<file path="src/include/tg_config.svh">
// Traffic generator configuration
`ifndef TG_CONFIG_SVH
`define TG_CONFIG_SVH

// Bus widths in word addressing
`define TG_ADDR_WIDTH        16
`define TG_DATA_WIDTH        32

// Burst length field
`define TG_BURSTCOUNT_WIDTH  4

// Inclusive burst length range
// Range size (max - min + 1) must be a power of two
`define TG_MIN_BURSTCOUNT    1
`define TG_MAX_BURSTCOUNT    8

// Page size in words as a power of two
// A burst is never allowed to straddle two pages
`define TG_PAGE_WORDS        64

// Bursts issued per start pulse
`define TG_NUM_BURSTS        12

// Nonzero LFSR reset value
`define TG_LFSR_SEED         16'hACE1

`endif

</file>
<file path="src/hw/tg_pkg.sv">
// Traffic generator shared types
`include "tg_config.svh"

package tg_pkg;

   ////////////////////////////////////////////////////////////////////
   // Vectors with a meaning
   ////////////////////////////////////////////////////////////////////

   // Word address on the memory bus
   typedef logic [`TG_ADDR_WIDTH-1:0] addr_t;

   // One data word
   typedef logic [`TG_DATA_WIDTH-1:0] data_t;

   // Burst length in beats
   typedef logic [`TG_BURSTCOUNT_WIDTH-1:0] burstcount_t;

   // Saturating mismatch counter
   typedef logic [15:0] err_count_t;

   ////////////////////////////////////////////////////////////////////
   // Bus driver FSM
   ////////////////////////////////////////////////////////////////////
   typedef enum logic [2:0] {
      IDLE,
      FETCH,
      WRITE,
      READ,
      DONE
   } drv_state_t;

endpackage

</file>
<file path="src/hw/tg_page_boundary_addr_gen.sv">
// Page boundary address correction
`timescale 1ns/1ps
`include "tg_config.svh"

module tg_page_boundary_addr_gen (
   input  tg_pkg::burstcount_t  burstcount,
   input  tg_pkg::addr_t        addr_in,
   output tg_pkg::addr_t        addr_out
);
   import tg_pkg::*;

   // Offset bits inside one page
   localparam int PAGE_BITS = $clog2(`TG_PAGE_WORDS);

   // Wide enough for the largest offset plus the largest length
   localparam int END_W = PAGE_BITS + `TG_BURSTCOUNT_WIDTH;

   localparam addr_t PAGE_MASK = addr_t'(`TG_PAGE_WORDS - 1);
   localparam addr_t PAGE_SIZE = addr_t'(`TG_PAGE_WORDS);

   logic [END_W-1:0] end_offset;
   logic             crosses;
   addr_t            next_page;

   // One past the last beat, relative to the page base
   assign end_offset = END_W'(addr_in[PAGE_BITS-1:0]) + END_W'(burstcount);

   // Last beat would land in the following page
   assign crosses = end_offset > END_W'(`TG_PAGE_WORDS);

   // Base of the following page wrapping at top of memory
   assign next_page = (addr_in & ~PAGE_MASK) + PAGE_SIZE;

   always_comb
   begin
      if (crosses)
         addr_out = next_page;
      else
         addr_out = addr_in;
   end

endmodule

</file>
<file path="src/hw/tg_rand_burstcount_gen.sv">
// Random burst length generator
`timescale 1ns/1ps
`include "tg_config.svh"

module tg_rand_burstcount_gen (
   input  logic                 clk,
   input  logic                 reset_n,
   input  logic                 enable,
   output logic                 ready,
   output tg_pkg::burstcount_t  burstcount
);
   import tg_pkg::*;

   // 16-bit Galois LFSR
   localparam int          LFSR_W = 16;
   localparam logic [15:0] TAPS   = 16'hB400;

   // Length range and the offset bits that cover it
   localparam int RANGE      = `TG_MAX_BURSTCOUNT - `TG_MIN_BURSTCOUNT + 1;
   localparam int RANGE_BITS = $clog2(RANGE);

   logic [LFSR_W-1:0] lfsr;
   logic [LFSR_W-1:0] lfsr_next;

   // Shift right and fold taps in when a one drops out
   assign lfsr_next = {1'b0, lfsr[LFSR_W-1:1]} ^ (lfsr[0] ? TAPS : '0);

   // Steps once per accepted burst
   always_ff @(posedge clk or negedge reset_n)
   begin
      if (!reset_n)
      begin
         lfsr  <= `TG_LFSR_SEED;
         ready <= 1'b0;
      end
      else
      begin
         // Valid from the first edge out of reset
         ready <= 1'b1;
         if (enable && ready)
            lfsr <= lfsr_next;
      end
   end

   // Low bits of current value offset by the minimum
   assign burstcount = burstcount_t'(`TG_MIN_BURSTCOUNT)
                     + burstcount_t'(lfsr[RANGE_BITS-1:0]);

   // Low bits only map evenly onto a power-of-two range
   a_range_pow2 : assert property (@(posedge clk) (RANGE & (RANGE - 1)) == 0);

   // Offered length always inside the configured window
   a_len_in_range : assert property (@(posedge clk) disable iff (!reset_n)
      ready |-> (burstcount >= burstcount_t'(`TG_MIN_BURSTCOUNT)) &&
                (burstcount <= burstcount_t'(`TG_MAX_BURSTCOUNT)));

endmodule

</file>
<file path="src/hw/tg_seq_addr_gen.sv">
// Sequential start address generator
`timescale 1ns/1ps
`include "tg_config.svh"

module tg_seq_addr_gen (
   input  logic                 clk,
   input  logic                 reset_n,
   input  logic                 enable,
   output logic                 ready,
   output tg_pkg::addr_t        addr,
   output tg_pkg::burstcount_t  burstcount
);
   import tg_pkg::*;

   localparam int PAGE_BITS = $clog2(`TG_PAGE_WORDS);
   localparam int END_W     = PAGE_BITS + `TG_BURSTCOUNT_WIDTH;

   // Proposed start before page correction
   addr_t            seq_addr;
   logic [END_W-1:0] burst_end;

   // Next proposal follows the burst just accepted
   always_ff @(posedge clk or negedge reset_n)
   begin
      if (!reset_n)
         seq_addr <= '0;
      else if (enable)
         seq_addr <= addr + addr_t'(burstcount);
   end

   // Length source stepping together with the address
   tg_rand_burstcount_gen u_rand_burstcount (
      .clk        (clk),
      .reset_n    (reset_n),
      .enable     (enable),
      .ready      (ready),
      .burstcount (burstcount)
   );

   // Pushes a straddling burst to the next page base
   tg_page_boundary_addr_gen u_page_boundary (
      .burstcount (burstcount),
      .addr_in    (seq_addr),
      .addr_out   (addr)
   );

   // Accepted burst stays inside one page
   assign burst_end = END_W'(addr[PAGE_BITS-1:0]) + END_W'(burstcount);
   a_no_page_cross : assert property (@(posedge clk) disable iff (!reset_n)
      enable |-> burst_end <= END_W'(`TG_PAGE_WORDS));

endmodule

</file>
<file path="src/hw/tg_top.sv">
// Memory traffic generator top
`timescale 1ns/1ps

module tg_top (
   input  logic                clk,
   input  logic                reset_n,

   // Run control
   input  logic                start,
   output logic                busy,
   output logic                done,
   output tg_pkg::err_count_t  error_count,

   // Wishbone classic master
   output logic                wb_cyc,
   output logic                wb_stb,
   output logic                wb_we,
   output tg_pkg::addr_t       wb_adr,
   output tg_pkg::data_t       wb_wdata,
   output logic [3:0]          wb_sel,
   input  tg_pkg::data_t       wb_rdata,
   input  logic                wb_ack
);
   import tg_pkg::*;

   // Burst handoff between the two halves
   logic        next_burst;
   logic        addr_ready;
   addr_t       burst_addr;
   burstcount_t burst_len;

   // Start address and length per burst
   tg_seq_addr_gen u_addr_gen (
      .clk        (clk),
      .reset_n    (reset_n),
      .enable     (next_burst),
      .ready      (addr_ready),
      .addr       (burst_addr),
      .burstcount (burst_len)
   );

   // Write, read back and compare on the bus
   tg_wb_driver u_driver (
      .clk         (clk),
      .reset_n     (reset_n),
      .start       (start),
      .busy        (busy),
      .done        (done),
      .error_count (error_count),
      .next_burst  (next_burst),
      .addr_ready  (addr_ready),
      .burst_addr  (burst_addr),
      .burst_len   (burst_len),
      .wb_cyc      (wb_cyc),
      .wb_stb      (wb_stb),
      .wb_we       (wb_we),
      .wb_adr      (wb_adr),
      .wb_wdata    (wb_wdata),
      .wb_sel      (wb_sel),
      .wb_rdata    (wb_rdata),
      .wb_ack      (wb_ack)
   );

endmodule

</file>
<file path="src/hw/tg_wb_driver.sv">
// Wishbone classic burst driver
`timescale 1ns/1ps
`include "tg_config.svh"

module tg_wb_driver (
   input  logic                 clk,
   input  logic                 reset_n,

   // Run control
   input  logic                 start,
   output logic                 busy,
   output logic                 done,
   output tg_pkg::err_count_t   error_count,

   // Address generator side
   output logic                 next_burst,
   input  logic                 addr_ready,
   input  tg_pkg::addr_t        burst_addr,
   input  tg_pkg::burstcount_t  burst_len,

   // Wishbone classic master
   output logic                 wb_cyc,
   output logic                 wb_stb,
   output logic                 wb_we,
   output tg_pkg::addr_t        wb_adr,
   output tg_pkg::data_t        wb_wdata,
   output logic [3:0]           wb_sel,
   input  tg_pkg::data_t        wb_rdata,
   input  logic                 wb_ack
);
   import tg_pkg::*;

   localparam int BURST_CNT_W = $clog2(`TG_NUM_BURSTS + 1);

   drv_state_t             state;
   logic [BURST_CNT_W-1:0] burst_cnt;
   burstcount_t            beat_idx;
   addr_t                  cur_addr;
   burstcount_t            cur_len;

   logic beat_start;
   logic beat_done;
   logic last_beat;
   logic last_burst;
   logic rd_mismatch;

   // Upper half is the address and lower half its inverse
   function automatic data_t pattern(input addr_t a);
      return {a, ~a};
   endfunction

   ////////////////////////////////////////////////////////////////////
   // Beat handshake
   ////////////////////////////////////////////////////////////////////

   // Strobe low in a data phase means a new beat goes out
   assign beat_start  = ((state == WRITE) || (state == READ)) && !wb_stb;
   assign beat_done   = wb_stb && wb_ack;
   assign last_beat   = beat_idx == (cur_len - burstcount_t'(1));
   assign last_burst  = burst_cnt == BURST_CNT_W'(`TG_NUM_BURSTS - 1);
   assign rd_mismatch = wb_rdata != pattern(wb_adr);

   assign next_burst = (state == FETCH) && addr_ready;
   assign busy       = state != IDLE;
   assign done       = state == DONE;
   assign wb_wdata   = pattern(wb_adr);
   assign wb_sel     = '1;

   ////////////////////////////////////////////////////////////////////
   // Control FSM
   ////////////////////////////////////////////////////////////////////
   always_ff @(posedge clk or negedge reset_n)
   begin
      if (!reset_n)
      begin
         state       <= IDLE;
         burst_cnt   <= '0;
         beat_idx    <= '0;
         wb_cyc      <= 1'b0;
         wb_stb      <= 1'b0;
         wb_we       <= 1'b0;
         error_count <= '0;
      end
      else
      begin
         case (state)
            IDLE:
            begin
               // start outside IDLE is dropped
               if (start)
               begin
                  burst_cnt <= '0;
                  state     <= FETCH;
               end
            end
            FETCH:
            begin
               // Burst taken this cycle
               if (addr_ready)
               begin
                  beat_idx <= '0;
                  state    <= WRITE;
               end
            end
            WRITE, READ:
            begin
               if (beat_start)
               begin
                  wb_cyc <= 1'b1;
                  wb_stb <= 1'b1;
                  wb_we  <= (state == WRITE);
               end
               else if (beat_done)
               begin
                  // One idle strobe cycle between beats
                  wb_stb <= 1'b0;
                  if ((state == READ) && rd_mismatch && (error_count != '1))
                     error_count <= error_count + err_count_t'(1);
                  if (last_beat)
                  begin
                     wb_cyc   <= 1'b0;
                     beat_idx <= '0;
                     if (state == WRITE)
                        state <= READ;
                     else if (last_burst)
                        state <= DONE;
                     else
                     begin
                        burst_cnt <= burst_cnt + 1'b1;
                        state     <= FETCH;
                     end
                  end
                  else
                     beat_idx <= beat_idx + burstcount_t'(1);
               end
            end
            DONE:
               state <= IDLE;
            default:
               state <= IDLE;
         endcase
      end
   end

   // Burst parameters and bus address
   always_ff @(posedge clk)
   begin
      if (next_burst)
      begin
         cur_addr <= burst_addr;
         cur_len  <= burst_len;
      end
      if (beat_start)
         wb_adr <= cur_addr + addr_t'(beat_idx);
   end

   // Strobe only inside a cycle
   a_stb_in_cyc : assert property (@(posedge clk) disable iff (!reset_n)
      wb_stb |-> wb_cyc);

   // Request held steady under back-pressure
   a_hold_until_ack : assert property (@(posedge clk) disable iff (!reset_n)
      (wb_stb && !wb_ack) |=> wb_stb && $stable(wb_adr) && $stable(wb_we));

endmodule

</file>
<file path="config.mk">
export PLATFORM = sky130hd
export DESIGN_NAME = tg_top
export DESIGN_NICKNAME = d
export VERILOG_FILES = /design/src/hw/tg_pkg.sv /design/src/hw/tg_page_boundary_addr_gen.sv /design/src/hw/tg_rand_burstcount_gen.sv /design/src/hw/tg_seq_addr_gen.sv /design/src/hw/tg_top.sv /design/src/hw/tg_wb_driver.sv
export VERILOG_INCLUDE_DIRS = /design/src /design/src/include
export SDC_FILE = /design/constraint.sdc
export NUM_CORES = 1
export LEC_CHECK = 0
export ABC_AREA = 0
export BUFFER_PORTS_ARGS = -buffer_cell sky130_fd_sc_hd__buf_2
export CAP_MARGIN = 20
export CORE_MARGIN = 2
export CORE_UTILIZATION = 55
export DETAILED_ROUTE_END_ITERATION = 7
export PLACE_DENSITY = 0.84
export SLEW_MARGIN = 20
export SYNTH_ARGS = -nofsm -noshare
export SYNTH_HDL_FRONTEND = slang
export SYNTH_HIERARCHICAL = 1
export SYNTH_SLANG_ARGS = --single-unit
</file>
<file path="constraint.sdc">
create_clock -name clk -period 5.5 [get_ports clk]
set_input_delay 0.275 -clock clk [delete_from_list [all_inputs] [get_ports clk]]
set_output_delay 0.275 -clock clk [all_outputs]
set_load 0.005 [all_outputs]
</file>
Word level (Yosys, flattened, before mapping)
Cells that the tools add are included.
Widths: inputs -> output; s select.
- $lt $le $gt $ge: 1
- add/sub/neg operators: 9
- equal/unequal tests: 15
- bitwise logic cells: 3
- muxes and demuxes: 27
- reductions and logical operators: 22
- operators by type and width (kind ; count):
    $mux 4 ; 10
    $add 16x4->16 ; 2
    $mux 16 ; 2
    $ne 32x32->1 ; 1
    $mux 3 ; 7
    $add 16x1->16 const B ; 1
    $add 16x7->16 const B ; 1
    $ne 16x16->1 const B ; 1
    $not 16->16 ; 1
    $pmux 4 s2 ; 2
    $xor 15x16->16 ; 1
    $gt 10x7->1 const B ; 1
    $ne 2x2->1 const B ; 5
    $pmux 3 s3 ; 1
    $add 4x1->4 const B ; 2
    $reduce_and 4->1 ; 2
    $reduce_bool 2->1 ; 4
    $add 6x4->7 ; 1
    $reduce_and 7->1 ; 1
    $eq 3x2->1 const B ; 2
    $logic_and 1x1->1 ; 6
    $mux 1 ; 5
    $reduce_and 5->1 ; 1
    $add 1x3->4 const A ; 1
    other kinds (14) ; 16
- register bits: 99
- bits of input ports: 36
- word-level logic and storage cells: 90
- output and inout port bits: 73

Depth between registers and ports, before layout
- depth after elaboration: 7
- gate-level depth with buffers: 17
- gate-level depth less buffers: 15

Hierarchy
The synthesis kept the hierarchy.
- modules (own cells, without submodules) (module ; times used ; cells each ; seq. area each (um^2) ; area each (um^2)):
    tg_wb_driver ; 1 ; 330 ; 1831.8 ; 3578.4
    tg_seq_addr_gen ; 1 ; 100 ; 400.4 ; 1004.7
    tg_rand_burstcount_gen ; 1 ; 44 ; 435.4 ; 750.7
    tg_page_boundary_addr_gen ; 1 ; 56 ; 0.0 ; 417.9

Worst setup path before layout
OpenSTA, ideal clock, no wires.
- kind: register to register
- from: register u_addr_gen.u_rand_burstcount.lfsr[0]
- to: register u_addr_gen.seq_addr[14]
- arrival: 3687 ps
- path slack: 1689 ps
- cell stages (with the launch flop): 18
- clock period less this slack: 3811 ps
- path buffers: 2
- library setup time: 124 ps
- data required time: 5376 ps
- path through: dfstp_2 buf_2 inv_1 ha_1 inv_1 fa_1 nand2_1 nor3_2 a31oi_1 o21ai_2 buf_6 and2_1 ha_1 fa_1 a211oi_2 nor4b_4 and4b_1 a211o_1
- cells in the longest elaborated chain, start to end: 5
- RTL lines (element ; RTL line ; source):
    start, declared ; tg_rand_burstcount_gen.sv:22 ; logic [LFSR_W-1:0] lfsr;
    start signal, assigned ; tg_rand_burstcount_gen.sv:33 ; lfsr <= `TG_LFSR_SEED;
    start signal, assigned ; tg_rand_burstcount_gen.sv:41 ; lfsr <= lfsr_next;
    $add 1x3->4 ; tg_rand_burstcount_gen.sv:46 ; assign burstcount = burstcount_t'(`TG_MIN_BURSTCOUNT)
    named net burst_len[0] ; tg_top.sv:30 ; burstcount_t burst_len;
    $add 6x4->7 ; tg_page_boundary_addr_gen.sv:26 ; assign end_offset = END_W'(addr_in[PAGE_BITS-1:0]) + END_W'(burstcount);
    $gt 10x7->1 ; tg_page_boundary_addr_gen.sv:29 ; assign crosses = end_offset > END_W'(`TG_PAGE_WORDS);
    $mux 16 ; tg_page_boundary_addr_gen.sv:36 ; if (crosses)
    named net burst_addr[0] ; tg_top.sv:29 ; addr_t burst_addr;
    $add 16x4->16 ; tg_seq_addr_gen.sv:28 ; seq_addr <= addr + addr_t'(burstcount);
    end signal, assigned ; tg_seq_addr_gen.sv:28 ;
    end, declared ; tg_seq_addr_gen.sv:19 ; addr_t seq_addr;
The timed path passes the listed nets, and every way through them passes these cells.
A chain may end at the register's enable or synchronous reset.

Final worst setup path
Same ends and word-level chain as after synthesis.

==> impl_metrics.env <==
export IMPL_yosys_warnings=6
export IMPL_die_w_um=106
export IMPL_r2r_end="u_addr_gen/seq_addr[14]"
export IMPL_tns_ns=0
export IMPL_finalCriticalPeriod_ns=4.39
export IMPL_grt_start_max_net_pins=64
export IMPL_fillerInstances=779
export IMPL_rsz0062_at_grt="false"
export IMPL_power_density_nw_per_um2=431
export IMPL_start_kind="flip-flop"
export IMPL_wl_mm=11.7
export IMPL_tightest_slew_ns=0.851
export IMPL_cts_sinks=99
export IMPL_cpMostUsedCell="ha_1"
export IMPL_vdd_ir_drop_worst_v=0.000189
export IMPL_ant_nets=0
export IMPL_insertion_delay_ns=0.36
export IMPL_post_cts_resized=0
export IMPL_setup_worst_path_class="flip-flop to flip-flop"
export IMPL_ios=109
export IMPL_relSlewSlack_pct=42.8
export IMPL_rrSetupSlack_ns=1.11
export IMPL_multi_input_area_um2=2760
export IMPL_grt_ovfl_total=0
export IMPL_clk_path_buf_depth=2
export IMPL_post_cts_buffers=0
export IMPL_ff2ff_path_depth=14
export IMPL_vias=4240
export IMPL_syn_inst=530
export IMPL_leakagePower_nw=2.97
export IMPL_die_h_um=106
export IMPL_firstDrtPassIters=4
export IMPL_yosys_area_top_type_share_pct=23.9
export IMPL_fin_crit_sh_pct=79.8
export IMPL_cp_cell_sequence="ha_1 > xor2_1 > ha_1 > xnor2_1 > nor3_2 > a31oi_1 > o21ai_2 > and2_1 > ha_1 > fa_1 > a211oi_2 > nor4b_4 > a21oi_1 > a211o_1"
export IMPL_setup_viol=0
export IMPL_hold_path_class="primary input to async pin"
export IMPL_core_rowCount=37
export IMPL_synthArstFlopShare_pct=63.6
export IMPL_skew_ns=0.0142
export IMPL_pre_cts_slack_ns=1.15
export IMPL_drc=0
export IMPL_synth_commonest_cells="dfrtp_1 (55), xor2_1 (44), xnor2_1 (38), edfxtp_1 (36), nand2_1 (33)"
export IMPL_ys_seq_area_share_pct=46.4
export IMPL_r2r_start="u_addr_gen/u_rand_burstcount/lfsr[0]"
export IMPL_cts_buffers=9
export IMPL_regArea_um2=2670
export IMPL_ys_flop_type="dfrtp_1"
export IMPL_antenna_found_initial=0
export IMPL_cp_max_fo=16
export IMPL_track_usage_pct=21.1
export IMPL_synth_most_common_cell="dfrtp_1"
export IMPL_finalHoldViolCount=0
export IMPL_p_total_w=0.00277
export IMPL_cap_violations=0
export IMPL_cts_hold_buf=0
export IMPL_htreeDepth=3
export IMPL_clk_pin_slew_ns=0.10
export IMPL_grt_pass1_wl_mm=19.2
export IMPL_drtIter0Drc=307
export IMPL_ys_top_cells_by_area="dfrtp_1 (24%), edfxtp_1 (19%), xor2_1 (6.7%)"
export IMPL_cts_tree="yes"
export IMPL_dp_hpwl_mm=8.55
export IMPL_dp_cells=742
export IMPL_wl_per_cell_um=15.4
export IMPL_diodes=0
export IMPL_synth_edf_count=36
export IMPL_cts_root_buf="clkbuf_8"
export IMPL_drv_slew=0
export IMPL_nNetsFinal=675
export IMPL_startpoint="u_addr_gen/u_rand_burstcount/lfsr[0]"
export IMPL_vias_per_cell=5.59
export IMPL_critPathCaptureType="flip-flop"
export IMPL_area_growth_syn_to_layout_pct=11.7
export IMPL_fin_cells=759
export IMPL_setup_slack_ns=1.11
export IMPL_port_buffers=104
export IMPL_synth_seq_cells=99
export IMPL_grt_pass1_vias=4099
export IMPL_critPathSlowestCell="dfstp_2"
export IMPL_whs_ns=0.0497
export IMPL_cp_endpoint="u_addr_gen/seq_addr[14]"
export IMPL_max_stage_delay_ns=0.62
export IMPL_die_area_um2=11300
export IMPL_yosysTopAreaCell="dfrtp_1"
export IMPL_synth_cell_area_um2=5750
export IMPL_max_freq_mhz=228
export IMPL_initial_utilization_pct=56.2
export IMPL_core_area_um2=10200
export IMPL_gp_congestion=0.866
export IMPL_synth_area_per_cell_um2=10.9
export IMPL_run_status="complete, no violations"
export IMPL_critical_path_required_ns=5.76
export IMPL_cp_arrival_ns=4.65
export IMPL_synth_cell_types=63
export IMPL_drive_gt1_share_pct=27.0
metal layers:
layer  wire length (µm)  track usage, %  vias up
li1                   -               -     2022
met3                614            2.76       30
met4                288            9.02        0
met1               4980            27.0     2016
met5                  0               0        -
met2               5780            36.1      172
cell type report:
class	instances	area share [%]
Tap cell	136	2.65
Multi-Input combinational cell	371	42.9
Inverter	30	1.75
Sequential cell	99	41.5
Clock inverter	4	0.389
Timing Repair Buffer	107	8.65
Clock buffer	12	2.10
worst max-delay path, delay by kind of cell, from the launching register on:
kind,cells,cell delay (ns)
xor gates and xnor gates,2,0.48
DFF,1,0.62
and+or+nand+nor,3,0.85
AOI/OAI and AO/OA,5,1.30
adders and majority gates,4,1.03
logic make-up after synthesis:
| family | synth area share (%) |
|---|---|
| AO/OA/AOI/OAI | 8.05 |
| AND/OR/NAND/NOR | 16.8 |
| XOR/XNOR | 12.8 |
| adder cells (fa/ha/maj) | 4.96 |
| flip-flops | 46.4 |
| buffers and inverters | 5.98 |
| other | 0.131 |
| multiplexers | 4.96 |
layout by cell type (no fill, tap or decap), drive strengths merged, types with 9 or more instances in the layout:
| cell | n |
|---|---|
| buf | 107 |
| dfrtp | 55 |
| xor2 | 44 |
| xnor2 | 39 |
| edfxtp | 36 |
| nand2 | 34 |
| inv | 32 |
| nor2 | 30 |
| mux2 | 22 |
| nor3 | 19 |
| ha | 18 |
| nand4 | 17 |
| o21ai | 17 |
| a21oi | 16 |
| nand3 | 16 |
| nor4 | 12 |
| clkbuf | 12 |
| and2 | 9 |
worst min-delay path by stage:
stage                               to  cells after the start
2_1_floorplan   u_addr_gen/seq_addr[0]                      0
3_3_place_gp           u_driver/wb_cyc                      1
3_5_place_dp   u_driver/error_count[6]                      1
6_report       u_addr_gen/seq_addr[15]                      2
5_1_grt        u_addr_gen/seq_addr[13]                      2
4_1_cts        u_addr_gen/seq_addr[15]                      2
power breakdown:
part           switching, W  internal, W  total (W)
sequential         0.000239     0.000989    0.00123
combinational      0.000633     0.000500    0.00113
clock              0.000242     0.000166   0.000408
state kept, by name, indices dropped and copies added (netlist names):
signal	cells
u_driver/beat_idx	4
u_driver/wb_cyc	1
u_addr_gen/u_rand_burstcount/lfsr	16
u_driver/error_count	16
u_driver/cur_addr	16
u_driver/cur_len	4
u_driver/wb_adr	16
u_driver/wb_stb	1
u_driver/state	3
u_driver/wb_we	1
u_addr_gen/u_rand_burstcount/ready	1
u_driver/burst_cnt	4
u_addr_gen/seq_addr	16
per-stage QoR:
stage          instance area (µm²)  utilization (%)
2_1_floorplan                 5760                -
3_3_place_gp                  6240             61.0
3_5_place_dp                  6240             61.0
4_1_cts                       6400             62.6
5_1_grt                       6420             62.8
6_report                      6420             62.8
Note: power is estimated with default switching activity, not from simulation.
